--- src/verilog/lc3b_defines.svh ---
`ifndef LC3B_DEFINES_SVH
`define LC3B_DEFINES_SVH

// datapath width
`define LC3B_WORD_W 16

// register file geometry
`define LC3B_NUM_REGS 8
`define LC3B_REG_W 3

// return address register for jsr, jsrr and trap
`define LC3B_LINK_REG 7

`endif

--- src/verilog/lc3b_pkg.sv ---
`include "lc3b_defines.svh"

package lc3b_pkg;

	typedef logic [`LC3B_WORD_W-1:0] lc3b_word;
	typedef logic [`LC3B_REG_W-1:0] lc3b_reg;

	// raw immediate fields, before any extension
	typedef logic [7:0] lc3b_offset8;
	typedef logic [8:0] lc3b_offset9;
	typedef logic [10:0] lc3b_offset11;

	// instr[15:12], subset handled here
	typedef enum logic [3:0] {
		op_br   = 4'b0000,
		op_add  = 4'b0001,
		op_jsr  = 4'b0100,
		op_and  = 4'b0101,
		op_not  = 4'b1001,
		op_lea  = 4'b1110,
		op_trap = 4'b1111
	} lc3b_opcode;

	typedef enum logic [1:0] {
		alu_add,
		alu_and,
		alu_not,
		alu_pass
	} lc3b_aluop;

	// 2'b11 never selected
	typedef enum logic [1:0] {
		fwd_reg   = 2'b00,
		fwd_wb    = 2'b01,
		fwd_exmem = 2'b10
	} lc3b_fwd_sel;

endpackage

--- src/verilog/ex_ctrl_if.sv ---
`timescale 1ns/1ps

interface ex_ctrl_if (
	input logic clk
);
	import lc3b_pkg::*;

	lc3b_aluop aluop;
	logic sr2mux_sel;
	logic alumux_sel;
	logic bradd2mux_sel;
	logic link_sel;
	logic wr_en;
	logic redirect_en;
	lc3b_reg dest;
	lc3b_reg sr1_idx;
	lc3b_reg sr2_idx;
	lc3b_word sr1;
	lc3b_word sr2;
	lc3b_word imm_word;
	lc3b_offset8 offset8;
	lc3b_offset9 offset9;
	lc3b_offset11 offset11;
	lc3b_word pc;
	logic valid;

	modport decode (
		output aluop, sr2mux_sel, alumux_sel, bradd2mux_sel, link_sel, wr_en,
		redirect_en, dest, sr1_idx, sr2_idx, sr1, sr2, imm_word, offset8,
		offset9, offset11, pc, valid
	);

	modport execute (
		input aluop, sr2mux_sel, alumux_sel, bradd2mux_sel, link_sel, wr_en,
		redirect_en, dest, sr1, sr2, imm_word, offset8, offset9, offset11, pc,
		valid
	);

	modport fwd (
		input clk, valid, sr1_idx, sr2_idx
	);

endinterface

--- src/verilog/regfile.sv ---
`timescale 1ns/1ps
`include "lc3b_defines.svh"

module regfile (
	input  logic               clk,
	input  logic               rst_n,
	input  logic               wr,
	input  lc3b_pkg::lc3b_reg  wr_idx,
	input  lc3b_pkg::lc3b_word wr_data,
	input  lc3b_pkg::lc3b_reg  rd1_idx,
	input  lc3b_pkg::lc3b_reg  rd2_idx,
	output lc3b_pkg::lc3b_word rd1,
	output lc3b_pkg::lc3b_word rd2
);
	import lc3b_pkg::*;

	lc3b_word regs [`LC3B_NUM_REGS];

	always_ff @(posedge clk) begin
		if (!rst_n) begin
			for (int i = 0; i < `LC3B_NUM_REGS; i++) begin
				regs[i] <= '0;
			end
		end else if (wr) begin
			regs[wr_idx] <= wr_data;
		end
	end

	// a read of the register being written sees the new value
	assign rd1 = (wr && wr_idx == rd1_idx) ? wr_data : regs[rd1_idx];
	assign rd2 = (wr && wr_idx == rd2_idx) ? wr_data : regs[rd2_idx];

endmodule

--- src/verilog/decode_stage.sv ---
`timescale 1ns/1ps
`include "lc3b_defines.svh"

module decode_stage (
	input  logic               clk,
	input  logic               rst_n,
	input  logic               instr_valid,
	input  lc3b_pkg::lc3b_word instr,
	input  lc3b_pkg::lc3b_word pc,
	output lc3b_pkg::lc3b_reg  rd1_idx,
	output lc3b_pkg::lc3b_reg  rd2_idx,
	input  lc3b_pkg::lc3b_word rd1,
	input  lc3b_pkg::lc3b_word rd2,
	ex_ctrl_if.decode          ctrl
);
	import lc3b_pkg::*;

	lc3b_opcode opcode;
	lc3b_reg dr;
	lc3b_word imm5_sext;
	logic known;
	logic issue;
	lc3b_aluop aluop;
	logic sr2mux_sel;
	logic alumux_sel;
	logic bradd2mux_sel;
	logic link_sel;
	logic wr_en;
	logic redirect_en;
	lc3b_reg dest;

	// ~~~~~~~~~~~~~~~~~~~~~~~~~~~~~~~~~~~~~~~~~~~~~~~~~~~~~~~~~~~~
	// field split
	// ~~~~~~~~~~~~~~~~~~~~~~~~~~~~~~~~~~~~~~~~~~~~~~~~~~~~~~~~~~~~

	assign opcode = lc3b_opcode'(instr[15:12]);
	assign dr = instr[11:9];
	// baser of jsrr sits where sr1 does
	assign rd1_idx = instr[8:6];
	assign rd2_idx = instr[2:0];
	assign imm5_sext = {{(`LC3B_WORD_W-5){instr[4]}}, instr[4:0]};

	always_comb begin
		known = 1'b1;
		aluop = alu_pass;
		sr2mux_sel = 1'b0;
		alumux_sel = 1'b0;
		bradd2mux_sel = 1'b0;
		link_sel = 1'b0;
		wr_en = 1'b0;
		redirect_en = 1'b0;
		dest = dr;
		case (opcode)
			op_add: begin
				aluop = alu_add;
				sr2mux_sel = instr[5];
				wr_en = 1'b1;
			end
			op_and: begin
				aluop = alu_and;
				sr2mux_sel = instr[5];
				wr_en = 1'b1;
			end
			op_not: begin
				aluop = alu_not;
				wr_en = 1'b1;
			end
			op_lea: begin
				wr_en = 1'b1;
			end
			// nzp field doubles as dr
			op_br: begin
				redirect_en = |dr;
			end
			op_jsr: begin
				bradd2mux_sel = ~instr[11];
				link_sel = 1'b1;
				wr_en = 1'b1;
				redirect_en = 1'b1;
				dest = lc3b_reg'(`LC3B_LINK_REG);
			end
			op_trap: begin
				alumux_sel = 1'b1;
				link_sel = 1'b1;
				wr_en = 1'b1;
				redirect_en = 1'b1;
				dest = lc3b_reg'(`LC3B_LINK_REG);
			end
			default: known = 1'b0;
		endcase
	end

	assign issue = instr_valid && known;

	// ~~~~~~~~~~~~~~~~~~~~~~~~~~~~~~~~~~~~~~~~~~~~~~~~~~~~~~~~~~~~
	// id/ex register
	// ~~~~~~~~~~~~~~~~~~~~~~~~~~~~~~~~~~~~~~~~~~~~~~~~~~~~~~~~~~~~

	always_ff @(posedge clk) begin
		if (!rst_n) begin
			ctrl.valid <= 1'b0;
			ctrl.wr_en <= 1'b0;
			ctrl.redirect_en <= 1'b0;
		end else begin
			ctrl.valid <= issue;
			ctrl.wr_en <= issue && wr_en;
			ctrl.redirect_en <= issue && redirect_en;
		end
	end

	always_ff @(posedge clk) begin
		ctrl.aluop <= aluop;
		ctrl.sr2mux_sel <= sr2mux_sel;
		ctrl.alumux_sel <= alumux_sel;
		ctrl.bradd2mux_sel <= bradd2mux_sel;
		ctrl.link_sel <= link_sel;
		ctrl.dest <= dest;
		ctrl.sr1_idx <= rd1_idx;
		ctrl.sr2_idx <= rd2_idx;
		ctrl.sr1 <= rd1;
		ctrl.sr2 <= rd2;
		ctrl.imm_word <= imm5_sext;
		ctrl.offset8 <= instr[7:0];
		ctrl.offset9 <= instr[8:0];
		ctrl.offset11 <= instr[10:0];
		ctrl.pc <= pc;
	end

	// illegal opcodes are dropped before execute, raw lc3b encodings
	assert property (@(posedge clk) disable iff (!rst_n)
		instr_valid && !(instr[15:12] inside {4'b0000, 4'b0001, 4'b0100, 4'b0101,
			4'b1001, 4'b1110, 4'b1111}) |=> !ctrl.valid);

endmodule

--- src/verilog/forward_unit.sv ---
`timescale 1ns/1ps

module forward_unit (
	ex_ctrl_if.fwd                ctrl,
	input  lc3b_pkg::lc3b_reg     exmem_dest,
	input  lc3b_pkg::lc3b_reg     wb_dest,
	input  logic                  exmem_wr,
	input  logic                  wb_wr,
	output lc3b_pkg::lc3b_fwd_sel sr1_forward_sel,
	output lc3b_pkg::lc3b_fwd_sel sr2_forward_sel
);
	import lc3b_pkg::*;

	// youngest producer wins
	function automatic lc3b_fwd_sel pick_src(
		input logic    valid,
		input lc3b_reg idx,
		input logic    ex_wr,
		input lc3b_reg ex_dest,
		input logic    mw_wr,
		input lc3b_reg mw_dest
	);
		lc3b_fwd_sel sel;
		sel = fwd_reg;
		if (valid && ex_wr && ex_dest == idx) begin
			sel = fwd_exmem;
		end else if (valid && mw_wr && mw_dest == idx) begin
			sel = fwd_wb;
		end
		return sel;
	endfunction

	assign sr1_forward_sel = pick_src(ctrl.valid, ctrl.sr1_idx, exmem_wr, exmem_dest,
		wb_wr, wb_dest);
	assign sr2_forward_sel = pick_src(ctrl.valid, ctrl.sr2_idx, exmem_wr, exmem_dest,
		wb_wr, wb_dest);

	// an ex/mem producer becomes the mem/wb producer on the next edge
	assert property (@(posedge ctrl.clk)
		exmem_wr |=> wb_wr && wb_dest == $past(exmem_dest));

endmodule

--- src/verilog/execute_stage.sv ---
`timescale 1ns/1ps
`include "lc3b_defines.svh"

module execute_stage (
	input  logic                  clk,
	ex_ctrl_if.execute            ctrl,
	input  lc3b_pkg::lc3b_fwd_sel sr1_forward_sel,
	input  lc3b_pkg::lc3b_fwd_sel sr2_forward_sel,
	input  lc3b_pkg::lc3b_word    alu_ex_mem_out,
	input  lc3b_pkg::lc3b_word    write_data,
	output lc3b_pkg::lc3b_word    result,
	output lc3b_pkg::lc3b_word    br_add_out,
	output lc3b_pkg::lc3b_word    bradd2mux_out
);
	import lc3b_pkg::*;

	lc3b_word sr1_fwd;
	lc3b_word sr2_fwd;
	lc3b_word adj9_out;
	lc3b_word adj11_out;
	lc3b_word br_add2_out;
	lc3b_word sr2mux_out;
	lc3b_word alu_a;
	lc3b_word alu_out;
	lc3b_word trapvect;

	function automatic lc3b_word fwd_mux(
		input lc3b_fwd_sel sel,
		input lc3b_word    reg_val,
		input lc3b_word    wb_val,
		input lc3b_word    exmem_val
	);
		lc3b_word val;
		case (sel)
			fwd_exmem: val = exmem_val;
			fwd_wb: val = wb_val;
			default: val = reg_val;
		endcase
		return val;
	endfunction

	// ~~~~~~~~~~~~~~~~~~~~~~~~~~~~~~~~~~~~~~~~~~~~~~~~~~~~~~~~~~~~
	// operand forwarding
	// ~~~~~~~~~~~~~~~~~~~~~~~~~~~~~~~~~~~~~~~~~~~~~~~~~~~~~~~~~~~~

	assign sr1_fwd = fwd_mux(sr1_forward_sel, ctrl.sr1, write_data, alu_ex_mem_out);
	assign sr2_fwd = fwd_mux(sr2_forward_sel, ctrl.sr2, write_data, alu_ex_mem_out);

	// ~~~~~~~~~~~~~~~~~~~~~~~~~~~~~~~~~~~~~~~~~~~~~~~~~~~~~~~~~~~~
	// pc-relative adders
	// ~~~~~~~~~~~~~~~~~~~~~~~~~~~~~~~~~~~~~~~~~~~~~~~~~~~~~~~~~~~~

	// word offsets, sext then x2
	assign adj9_out = {{(`LC3B_WORD_W-10){ctrl.offset9[8]}}, ctrl.offset9, 1'b0};
	assign adj11_out = {{(`LC3B_WORD_W-12){ctrl.offset11[10]}}, ctrl.offset11, 1'b0};

	assign br_add_out = ctrl.pc + adj9_out;
	assign br_add2_out = ctrl.pc + adj11_out;

	// jsrr jumps to baser
	assign bradd2mux_out = ctrl.bradd2mux_sel ? sr1_fwd : br_add2_out;

	// ~~~~~~~~~~~~~~~~~~~~~~~~~~~~~~~~~~~~~~~~~~~~~~~~~~~~~~~~~~~~
	// alu and result select
	// ~~~~~~~~~~~~~~~~~~~~~~~~~~~~~~~~~~~~~~~~~~~~~~~~~~~~~~~~~~~~

	assign sr2mux_out = ctrl.sr2mux_sel ? ctrl.imm_word : sr2_fwd;

	// lea rides the pass op with the adder in place of sr1
	assign alu_a = (ctrl.aluop == alu_pass) ? br_add_out : sr1_fwd;

	always_comb begin
		case (ctrl.aluop)
			alu_add: alu_out = alu_a + sr2mux_out;
			alu_and: alu_out = alu_a & sr2mux_out;
			alu_not: alu_out = ~alu_a;
			default: alu_out = alu_a;
		endcase
	end

	assign trapvect = {{(`LC3B_WORD_W-9){1'b0}}, ctrl.offset8, 1'b0};
	assign result = ctrl.alumux_sel ? trapvect : alu_out;

	// ex/mem carries the value computed here unless it is a link write
	assert property (@(posedge clk)
		ctrl.valid && ctrl.wr_en && !ctrl.link_sel |=> alu_ex_mem_out == $past(result));

endmodule

--- src/verilog/writeback_stage.sv ---
`timescale 1ns/1ps

module writeback_stage (
	input  logic               clk,
	input  logic               rst_n,
	ex_ctrl_if.execute         ctrl,
	input  lc3b_pkg::lc3b_word result,
	input  lc3b_pkg::lc3b_word br_add_out,
	input  lc3b_pkg::lc3b_word bradd2mux_out,
	output lc3b_pkg::lc3b_word alu_ex_mem_out,
	output lc3b_pkg::lc3b_reg  exmem_dest,
	output logic               exmem_wr,
	output lc3b_pkg::lc3b_word write_data,
	output lc3b_pkg::lc3b_reg  wb_dest,
	output logic               wb_wr,
	output logic               redirect,
	output lc3b_pkg::lc3b_word redirect_target
);
	import lc3b_pkg::*;

	lc3b_word ex_data;
	lc3b_word ex_target;

	// link writes the return address
	assign ex_data = ctrl.link_sel ? ctrl.pc : result;

	always_comb begin
		if (ctrl.alumux_sel) begin
			// trap vector
			ex_target = result;
		end else if (ctrl.link_sel) begin
			ex_target = bradd2mux_out;
		end else begin
			ex_target = br_add_out;
		end
	end

	// ~~~~~~~~~~~~~~~~~~~~~~~~~~~~~~~~~~~~~~~~~~~~~~~~~~~~~~~~~~~~
	// ex/mem
	// ~~~~~~~~~~~~~~~~~~~~~~~~~~~~~~~~~~~~~~~~~~~~~~~~~~~~~~~~~~~~

	always_ff @(posedge clk) begin
		if (!rst_n) begin
			exmem_wr <= 1'b0;
			redirect <= 1'b0;
		end else begin
			exmem_wr <= ctrl.valid && ctrl.wr_en;
			redirect <= ctrl.valid && ctrl.redirect_en;
		end
	end

	always_ff @(posedge clk) begin
		alu_ex_mem_out <= ex_data;
		exmem_dest <= ctrl.dest;
		redirect_target <= ex_target;
	end

	// ~~~~~~~~~~~~~~~~~~~~~~~~~~~~~~~~~~~~~~~~~~~~~~~~~~~~~~~~~~~~
	// mem/wb, nothing to do in mem
	// ~~~~~~~~~~~~~~~~~~~~~~~~~~~~~~~~~~~~~~~~~~~~~~~~~~~~~~~~~~~~

	always_ff @(posedge clk) begin
		if (!rst_n) begin
			wb_wr <= 1'b0;
		end else begin
			wb_wr <= exmem_wr;
		end
	end

	always_ff @(posedge clk) begin
		write_data <= alu_ex_mem_out;
		wb_dest <= exmem_dest;
	end

	assert property (@(posedge clk) disable iff (!rst_n) !$isunknown(wb_wr));

endmodule

--- src/verilog/lc3b_ex_core.sv ---
`timescale 1ns/1ps

module lc3b_ex_core (
	input  logic               clk,
	input  logic               rst_n,
	input  logic               instr_valid,
	input  lc3b_pkg::lc3b_word instr,
	input  lc3b_pkg::lc3b_word pc,
	output logic               wb_valid,
	output lc3b_pkg::lc3b_reg  wb_dest,
	output lc3b_pkg::lc3b_word wb_data,
	output logic               redirect,
	output lc3b_pkg::lc3b_word redirect_target
);
	import lc3b_pkg::*;

	lc3b_reg rd1_idx;
	lc3b_reg rd2_idx;
	lc3b_word rd1;
	lc3b_word rd2;
	lc3b_fwd_sel sr1_forward_sel;
	lc3b_fwd_sel sr2_forward_sel;
	lc3b_word result;
	lc3b_word br_add_out;
	lc3b_word bradd2mux_out;
	lc3b_word alu_ex_mem_out;
	lc3b_reg exmem_dest;
	logic exmem_wr;

	ex_ctrl_if u_ex_ctrl (
		.clk(clk)
	);

	regfile u_regfile (
		.clk(clk),
		.rst_n(rst_n),
		.wr(wb_valid),
		.wr_idx(wb_dest),
		.wr_data(wb_data),
		.rd1_idx(rd1_idx),
		.rd2_idx(rd2_idx),
		.rd1(rd1),
		.rd2(rd2)
	);

	decode_stage u_decode_stage (
		.clk(clk),
		.rst_n(rst_n),
		.instr_valid(instr_valid),
		.instr(instr),
		.pc(pc),
		.rd1_idx(rd1_idx),
		.rd2_idx(rd2_idx),
		.rd1(rd1),
		.rd2(rd2),
		.ctrl(u_ex_ctrl.decode)
	);

	forward_unit u_forward_unit (
		.ctrl(u_ex_ctrl.fwd),
		.exmem_dest(exmem_dest),
		.wb_dest(wb_dest),
		.exmem_wr(exmem_wr),
		.wb_wr(wb_valid),
		.sr1_forward_sel(sr1_forward_sel),
		.sr2_forward_sel(sr2_forward_sel)
	);

	execute_stage u_execute_stage (
		.clk(clk),
		.ctrl(u_ex_ctrl.execute),
		.sr1_forward_sel(sr1_forward_sel),
		.sr2_forward_sel(sr2_forward_sel),
		.alu_ex_mem_out(alu_ex_mem_out),
		.write_data(wb_data),
		.result(result),
		.br_add_out(br_add_out),
		.bradd2mux_out(bradd2mux_out)
	);

	writeback_stage u_writeback_stage (
		.clk(clk),
		.rst_n(rst_n),
		.ctrl(u_ex_ctrl.execute),
		.result(result),
		.br_add_out(br_add_out),
		.bradd2mux_out(bradd2mux_out),
		.alu_ex_mem_out(alu_ex_mem_out),
		.exmem_dest(exmem_dest),
		.exmem_wr(exmem_wr),
		.write_data(wb_data),
		.wb_dest(wb_dest),
		.wb_wr(wb_valid),
		.redirect(redirect),
		.redirect_target(redirect_target)
	);

endmodule

--- config.mk ---
export PLATFORM = sky130hd
export DESIGN_NAME = lc3b_ex_core
export DESIGN_NICKNAME = d
export VERILOG_FILES = /design/src/verilog/lc3b_pkg.sv /design/src/verilog/ex_ctrl_if.sv /design/src/verilog/regfile.sv /design/src/verilog/decode_stage.sv /design/src/verilog/forward_unit.sv /design/src/verilog/execute_stage.sv /design/src/verilog/writeback_stage.sv /design/src/verilog/lc3b_ex_core.sv
export VERILOG_INCLUDE_DIRS = /design/src /design/src/verilog
export SDC_FILE = /design/constraint.sdc
export NUM_CORES = 1
export LEC_CHECK = 0
export ABC_AREA = 1
export BUFFER_PORTS_ARGS = -buffer_cell sky130_fd_sc_hd__buf_2
export CELL_PAD_IN_SITES_DETAIL_PLACEMENT = 1
export CELL_PAD_IN_SITES_GLOBAL_PLACEMENT = 1
export CORE_ASPECT_RATIO = 0.8
export CORE_MARGIN = 2
export CORE_UTILIZATION = 46
export DETAILED_ROUTE_END_ITERATION = 6
export HOLD_SLACK_MARGIN = 0.05
export PLACE_DENSITY_LB_ADDON = 0.2
export SLEW_MARGIN = 5
export SYNTH_ARGS = -nofsm -noshare
export SYNTH_HDL_FRONTEND = slang
export SYNTH_SLANG_ARGS = --single-unit
--- constraint.sdc ---
create_clock -name clk -period 4 [get_ports clk]
set_input_delay 0.4 -clock clk [delete_from_list [all_inputs] [get_ports clk]]
set_output_delay 0.4 -clock clk [all_outputs]
set_load 0.02 [all_outputs]
==> results of run 1 <==
routing by layer:
metal  GRT usage  wire length, um  vias up
met4      0.0892             1230        2
met2       0.529            22900      643
met3      0.0691             5090       87
met5           0               11        -
met1       0.494            23700     6519
li1            -                -     6099
tightest hold or removal path, delay by kind of cell:
kind | cells | cell delay, ns
buffers and inverters | 1 | 0.11
AND/OR/NAND/NOR | 2 | 0.11
layout by cell type (no fill, tap or decap), types with 3 or more instances in the layout:
cell and n:
inv_2 4, buf_4 39, clkbuf_16 33, nand3_1 117, nor3_1 7, clkbuf_8 5
inv_1 157, dfxtp_1 125, buf_2 69, a21oi_2 3, dfxtp_2 3, o21ai_0 199
clkinv_1 4, ha_1 35, clkinv_2 3, or2_2 8, a21oi_1 148, edfxtp_1 128
nor2_2 3, xor2_1 7, dlygate4sd3_1 22, o211ai_1 71, bufinv_16 6, nand4_1 15
nand2_1 291, o221ai_1 13, o22ai_1 10, xnor2_1 6, nor2_1 232, nand2_2 7
o221ai_2 7, o21ai_1 9, o21bai_1 4, a21o_1 6
metrics by stage:
stage / hold WS, ns / power [mW] / cell area (um2)
3_3_place_gp: 0.315 / 4.59 / 14400
4_1_cts: 0.0625 / 7.71 / 15700
6_report: 0.0934 / 7.74 / 15800
5_1_grt: 0.109 / 8.01 / 15800
2_1_floorplan: 0.310 / 4.05 / 13700
3_5_place_dp: 0.313 / 4.62 / 14400
repair_timing:
| action | in CTS | in global routing |
|---|---|---|
| hold buffers | 22 | 0 |
| hold endpoints to repair | 22 | 0 |
| setup buffers | 0 | 0 |
| gates resized for setup | 0 | 6 |
| endpoints found under the setup margin | 0 | 6 |
cell families (layout without fill, tap and decap cells):
group	Yosys count	in the layout	synth area share
xor+xnor	13	13	0.00829
fa+ha+maj	37	37	0.0348
simple gates	689	689	0.209
flops	256	256	0.467
buf+inv	270	348	0.0776
compound gates	483	483	0.204
state kept, by name (all words and copies together) (netlist names), 16 cells and up:
register                           flops
u_decode_stage.ctrl.pc                16
u_decode_stage.ctrl.sr1               16
u_regfile.regs                       128
u_decode_stage.ctrl.sr2               16
u_writeback_stage.alu_ex_mem_out      16
u_writeback_stage.write_data          16
u_writeback_stage.redirect_target     16
worst max-delay path by stage:
stage	from	endpoint	slack, ns	cells after the start
after global routing	u_decode_stage.ctrl.sr2_idx[0]	u_writeback_stage.alu_ex_mem_out[10]	0.008	20
after global placement	u_decode_stage.ctrl.imm_word[2]	u_writeback_stage.alu_ex_mem_out[11]	0.30	19
final	u_decode_stage.ctrl.sr2_idx[0]	u_writeback_stage.alu_ex_mem_out[10]	0.30	20
after CTS	u_decode_stage.ctrl.imm_word[2]	u_writeback_stage.alu_ex_mem_out[11]	0.25	20
after floorplan	u_writeback_stage.wb_dest[2]	u_writeback_stage.alu_ex_mem_out[12]	1.02	25
after detailed placement	u_decode_stage.ctrl.imm_word[2]	u_writeback_stage.alu_ex_mem_out[11]	0.27	19
layout make-up:
type	count	area (um2)
flip-flops and latches	256	6410
fillers	3592	13600
well taps	377	472
inverters	166	626
repair buffers	130	858
clock buffers	40	902
multi-input cells	1222	6270
clock inverters	12	219
power breakdown:
part | switching, mW | internal, mW
clock | 1.14 | 1.96
sequential | 0.166 | 2.94
combinational | 1.09 | 0.447
total | 2.40 | 5.35
==> results.sh, run 1 <==
export IMPL_synth_edf_count=128
export IMPL_avgSynthCellArea_um2=7.86
export IMPL_grt_pass1_wl_um=80300
export IMPL_worstReg2RegEnd="u_writeback_stage.alu_ex_mem_out[10]"
export IMPL_hp_start="instr[13]"
export IMPL_placementRows=56
export IMPL_cp_slowest_stage_delay_ns=0.43
export IMPL_wl_um=53000
export IMPL_rrSetupSlack_ns=0.30
export IMPL_die_area_um2=31300
export IMPL_maxSlewViolCount=0
export IMPL_cts_root_buf="clkbuf_16"
export IMPL_crit_path_end_kind="flip-flop"
export IMPL_path_max_fanout=6
export IMPL_drtPass1Iterations=5
export IMPL_critPathKind="flip-flop to flip-flop"
export IMPL_synth_top_area_frac=0.280
export IMPL_crit_buf_inv=1
export IMPL_synthTopCellsByArea="edfxtp_1 (28%), dfxtp_1 (19%), nand2_1 (8.0%)"
export IMPL_status="finished, final reports clean"
export IMPL_worst_slack_ns=0.302
export IMPL_rsz0062_at_grt="no"
export IMPL_post_route_period_util=0.924
export IMPL_cts_buffer_depth=3
export IMPL_slew_headroom=0.236
export IMPL_globalRouteOverflowTotal=0
export IMPL_portBuffers=71
export IMPL_final_layout_size_suffix_gt1_frac=0.111
export IMPL_place_congestion=0.971
export IMPL_place_inst=2129
export IMPL_dominantRegCellSynth="edfxtp_1"
export IMPL_finalHoldViolations=0
export IMPL_ys_types=48
export IMPL_hold_end="u_decode_stage.ctrl.aluop[0]"
export IMPL_layout_min_cycle_time_ns=3.70
export IMPL_ant_nets=0
export IMPL_power_leakage_nw=6.79
export IMPL_synth_largest_area_cell="edfxtp_1"
export IMPL_dp_hpwl_um=37200
export IMPL_path_common_cell="nand2_1"
export IMPL_power_density_nw_per_um2=491
export IMPL_dieWidth_um=197
export IMPL_final_util=0.537
export IMPL_cts_sinks=256
export IMPL_ios=72
export IMPL_grt_max_degree=85
export IMPL_syn_instance_count=1748
export IMPL_preCtsSetupSlack_ns=0.275
export IMPL_ys_seq_area_frac=0.467
export IMPL_syn_nets=1820
export IMPL_hp_class="input pin to flip-flop"
export IMPL_synthesis_area_um2=13700
export IMPL_drt_initial_drc_count=1485
export IMPL_drv_max_cap_violation_count=0
export IMPL_yosysMostFrequentCell="nand2_1"
export IMPL_cp_arrival_ns=4.16
export IMPL_die_h_um=159
export IMPL_start_util=0.468
export IMPL_final_cells=2203
export IMPL_clk_latency_ns=0.56
export IMPL_ys_ff_latch=256
export IMPL_path_delay_family="simple AND/OR/NAND/NOR gates"
export IMPL_area_delta_synth_final_pct=14.8
export IMPL_setup_violations=0
export IMPL_vias=13350
export IMPL_routed_via_density=6.06
export IMPL_cts_htree_levels=1
export IMPL_antenna_found_initial=1
export IMPL_wl_per_cell_um=24.0
export IMPL_nNetsFinal=1876
export IMPL_track_usage=0.343
export IMPL_cp_cell_sequence="ha_1, fa_1, nand3_1, nand2_1, nand2_1, nand2_1, or2_2, nand3_1, nand2_1, ha_1, nand2_1, nor2_1, nand3_1, nand3_1, a21oi_1, o21ai_0, buf_4, nand4_1, nand2_1, nand2_1"
export IMPL_clk_pin_slew_ns=0.07
export IMPL_numCtsBuffers=28
export IMPL_coreArea_um2=29400
export IMPL_hold_depth=3
export IMPL_diodes=0
export IMPL_skew_ns=0.0130
export IMPL_peakVddDrop_mv=0.356
export IMPL_cts_tree="yes"
export IMPL_max_freq_mhz=270
export IMPL_drc=0
export IMPL_timing_rr_start="u_decode_stage.ctrl.sr2_idx[0]"
export IMPL_setup_tns_ns=0
export IMPL_synthArstFlopShare=0
export IMPL_slowest_stage="fa_1"
export IMPL_yosys_top_cells_count="nand2_1 (291), nor2_1 (232), o21ai_0 (200), inv_1 (157), a21oi_1 (149)"
export IMPL_startpoint_type="flip-flop"
export IMPL_grt_pass1_vias=13346
export IMPL_required_ns=4.46
export IMPL_worstMarginPinSlew_ns=1.15
export IMPL_worst_r2r_cell_count=20
export IMPL_ys_warn_count=0
(Power assumes the default switching activity.)
==> run 2: changes to the inputs <==
--- a/config.mk
+++ b/config.mk
@@ -15,7 +15,7 @@
 export CORE_UTILIZATION = 46
 export DETAILED_ROUTE_END_ITERATION = 6
 export HOLD_SLACK_MARGIN = 0.05
-export PLACE_DENSITY_LB_ADDON = 0.2
+export PLACE_DENSITY = 0.87
 export SLEW_MARGIN = 5
 export SYNTH_ARGS = -nofsm -noshare
 export SYNTH_HDL_FRONTEND = slang
==> run 2 against run 1 <==
- power shrank 4.5%
- clock skew grew 0.019 ns
- hold slack gained 0.023 ns
- non-clock buffer count shrank 2
- setup slack lost 0.093 ns
- critical endpoint unchanged
- largest cell class unchanged
- highest routed layer is now met4
==> results.sh, run 2 (synthesized netlist as in run 1, its figures left out) <==
export IMPL_status="finished, final reports clean"
export IMPL_grt_max_degree=82
export IMPL_setup_tns_ns=0
export IMPL_placementRows=56
export IMPL_ios=72
export IMPL_rrSetupSlack_ns=0.21
export IMPL_required_ns=4.45
export IMPL_wl_met3_um=5050
export IMPL_grt_pass1_vias=13533
export IMPL_clk_latency_ns=0.56
export IMPL_hold_depth=3
export IMPL_routed_via_density=6.14
export IMPL_power_mw=7.40
export IMPL_antenna_found_initial=0
export IMPL_largest_register="u_regfile.regs"
export IMPL_final_common_cell="nand2_1"
export IMPL_regArea_um2=6410
export IMPL_ant_nets=0
export IMPL_hold_end="u_decode_stage.ctrl.aluop[0]"
export IMPL_die_area_um2=31300
export IMPL_die_h_um=159
export IMPL_final_cells=2200
export IMPL_m1WireLength_um=23000
export IMPL_worstMarginPinSlew_ns=1.05
export IMPL_hp_class="input pin to flip-flop"
export IMPL_top_layer="met4"
export IMPL_final_layout_size_suffix_gt1_frac=0.110
export IMPL_rsz0062_at_grt="no"
export IMPL_post_route_period_util=0.948
export IMPL_layout_min_cycle_time_ns=3.79
export IMPL_peakVddDrop_mv=0.349
export IMPL_finalHoldViolations=0
export IMPL_path_common_cell="nand2_1"
export IMPL_globalRouteOverflowTotal=0
export IMPL_timing_rr_start="u_decode_stage.ctrl.pc[1]"
export IMPL_cp_cell_sequence="ha_1, fa_1, nand3_1, nand2_1, nand2_1, nand2_1, or2_2, nand3_1, nand2_1, ha_1, nand2_1, nor2_1, nand3_1, nand3_1, a21oi_1, o21ai_0, nand4_1, nand2_1, nand2_1"
export IMPL_cts_tree="yes"
export IMPL_start_util=0.468
export IMPL_track_usage=0.339
export IMPL_coreArea_um2=29400
export IMPL_route_met2_wl_um=23400
export IMPL_cp_arrival_ns=4.24
export IMPL_final_util=0.532
export IMPL_vias=13517
export IMPL_nNetsFinal=1874
export IMPL_drv_max_cap_violation_count=0
export IMPL_cts_buffer_depth=3
export IMPL_critPathKind="flip-flop to flip-flop"
export IMPL_largest_register_ffs=128
export IMPL_crit_path_end_kind="flip-flop"
export IMPL_drtPass1Iterations=5
export IMPL_worstReg2RegEnd="u_writeback_stage.alu_ex_mem_out[10]"
export IMPL_slew_headroom=0.302
export IMPL_dp_hpwl_um=37400
export IMPL_power_density_nw_per_um2=474
export IMPL_diodes=0
export IMPL_cts_root_buf="clkbuf_16"
export IMPL_hp_start="instr[13]"
export IMPL_layout_common_cells="nand2_1 (291), nor2_1 (232), o21ai_0 (199)"
export IMPL_portBuffers=71
export IMPL_slowest_stage="fa_1"
export IMPL_multiInputGateArea_um2=6270
export IMPL_maxSlewViolCount=0
export IMPL_drt_initial_drc_count=1340
export IMPL_wl_um=52900
export IMPL_power_leakage_nw=6.71
export IMPL_worst_r2r_cell_count=19
export IMPL_drc=0
export IMPL_placed_cell_area_um2=14400
export IMPL_final_cell_area_um2=15600
export IMPL_fillCellCount=3576
export IMPL_skew_ns=0.0322
export IMPL_place_inst=2126
export IMPL_cts_setup_buffers=0
export IMPL_setup_violations=0
export IMPL_max_freq_mhz=264
export IMPL_wl_per_cell_um=24.0
export IMPL_startpoint_type="flip-flop"
export IMPL_place_congestion=0.967
export IMPL_dieWidth_um=197
export IMPL_path_max_fanout=6
export IMPL_grt_pass1_wl_um=80000
export IMPL_cts_htree_levels=1
export IMPL_cts_sinks=256
export IMPL_numCtsBuffers=28
export IMPL_clk_pin_slew_ns=0.07
export IMPL_area_delta_synth_final_pct=13.7
export IMPL_cp_slowest_stage_delay_ns=0.45
==> run 2: cell types whose count changed in the layout (fill, tap and decap cells not counted), moves of 2 or more <==
cell / change
clkbuf_16: -3
dfxtp_2: +2
bufinv_16: -5
buf_4: -4
clkinvlp_4: +2
inv_6: -2
dfxtp_1: -2
clkbuf_8: +5
==> run 2: worst max path at each step <==
stage / from / end / slack (ns)
6_report: u_decode_stage.ctrl.pc[1] / u_writeback_stage.alu_ex_mem_out[10] / 0.21
3_5_place_dp: u_writeback_stage.wb_dest[1] / u_writeback_stage.alu_ex_mem_out[13] / 0.09
4_1_cts: u_writeback_stage.wb_dest[1] / u_writeback_stage.alu_ex_mem_out[9] / 0.14
2_1_floorplan: u_writeback_stage.wb_dest[2] / u_writeback_stage.alu_ex_mem_out[12] / 1.02
5_1_grt: u_decode_stage.ctrl.sr2_idx[0] / u_writeback_stage.alu_ex_mem_out[9] / 0.007
3_3_place_gp: u_writeback_stage.wb_dest[1] / u_writeback_stage.alu_ex_mem_out[13] / 0.12
==> run 2: report_power, final <==
group          total, mW  internal [mW]  switching, mW
logic               1.56          0.452           1.11
clock network       2.73           1.62           1.11
registers           3.11           2.94          0.169
==> run 2: per-stage QoR <==
step,setup WS (ns),hold slack (ns)
detailed placement,0.0913,0.313
CTS,0.136,0.0957
floorplan,1.02,0.310
global placement,0.121,0.311
finish,0.210,0.116
global route,0.00681,0.108
==> run 2: repair_timing <==
action	in CTS	in global routing
setup endpoints to repair	1	9
resized for setup	1	8
hold buffers	23	0
hold endpoints to repair	23	0
==> run 2: layout make-up <==
| cell class | count | area share |
|---|---|---|
| sequential | 256 | 0.411 |
| inverter | 166 | 0.0403 |
| timing repair buffer | 128 | 0.0550 |
| clock buffer | 44 | 0.0582 |
| multi-input combinational | 1222 | 0.401 |
| tap | 377 | 0.0302 |
| clock inverter | 7 | 0.00441 |
==> run 2: worst max-delay path: cells and delay by family (launching register included) <==
| family | cells | cell delay, ns |
|---|---|---|
| simple gates | 14 | 2.02 |
| fa+ha+maj | 3 | 1.12 |
| flops | 1 | 0.32 |
| compound gates | 2 | 0.21 |
==> run 2: routing by layer <==
layer | track usage | up-vias
li1 | - | 6075
met1 | 0.476 | 6705
met2 | 0.529 | 631
met3 | 0.0727 | 106
met4 | 0.0956 | 0
met5 | 0 | -
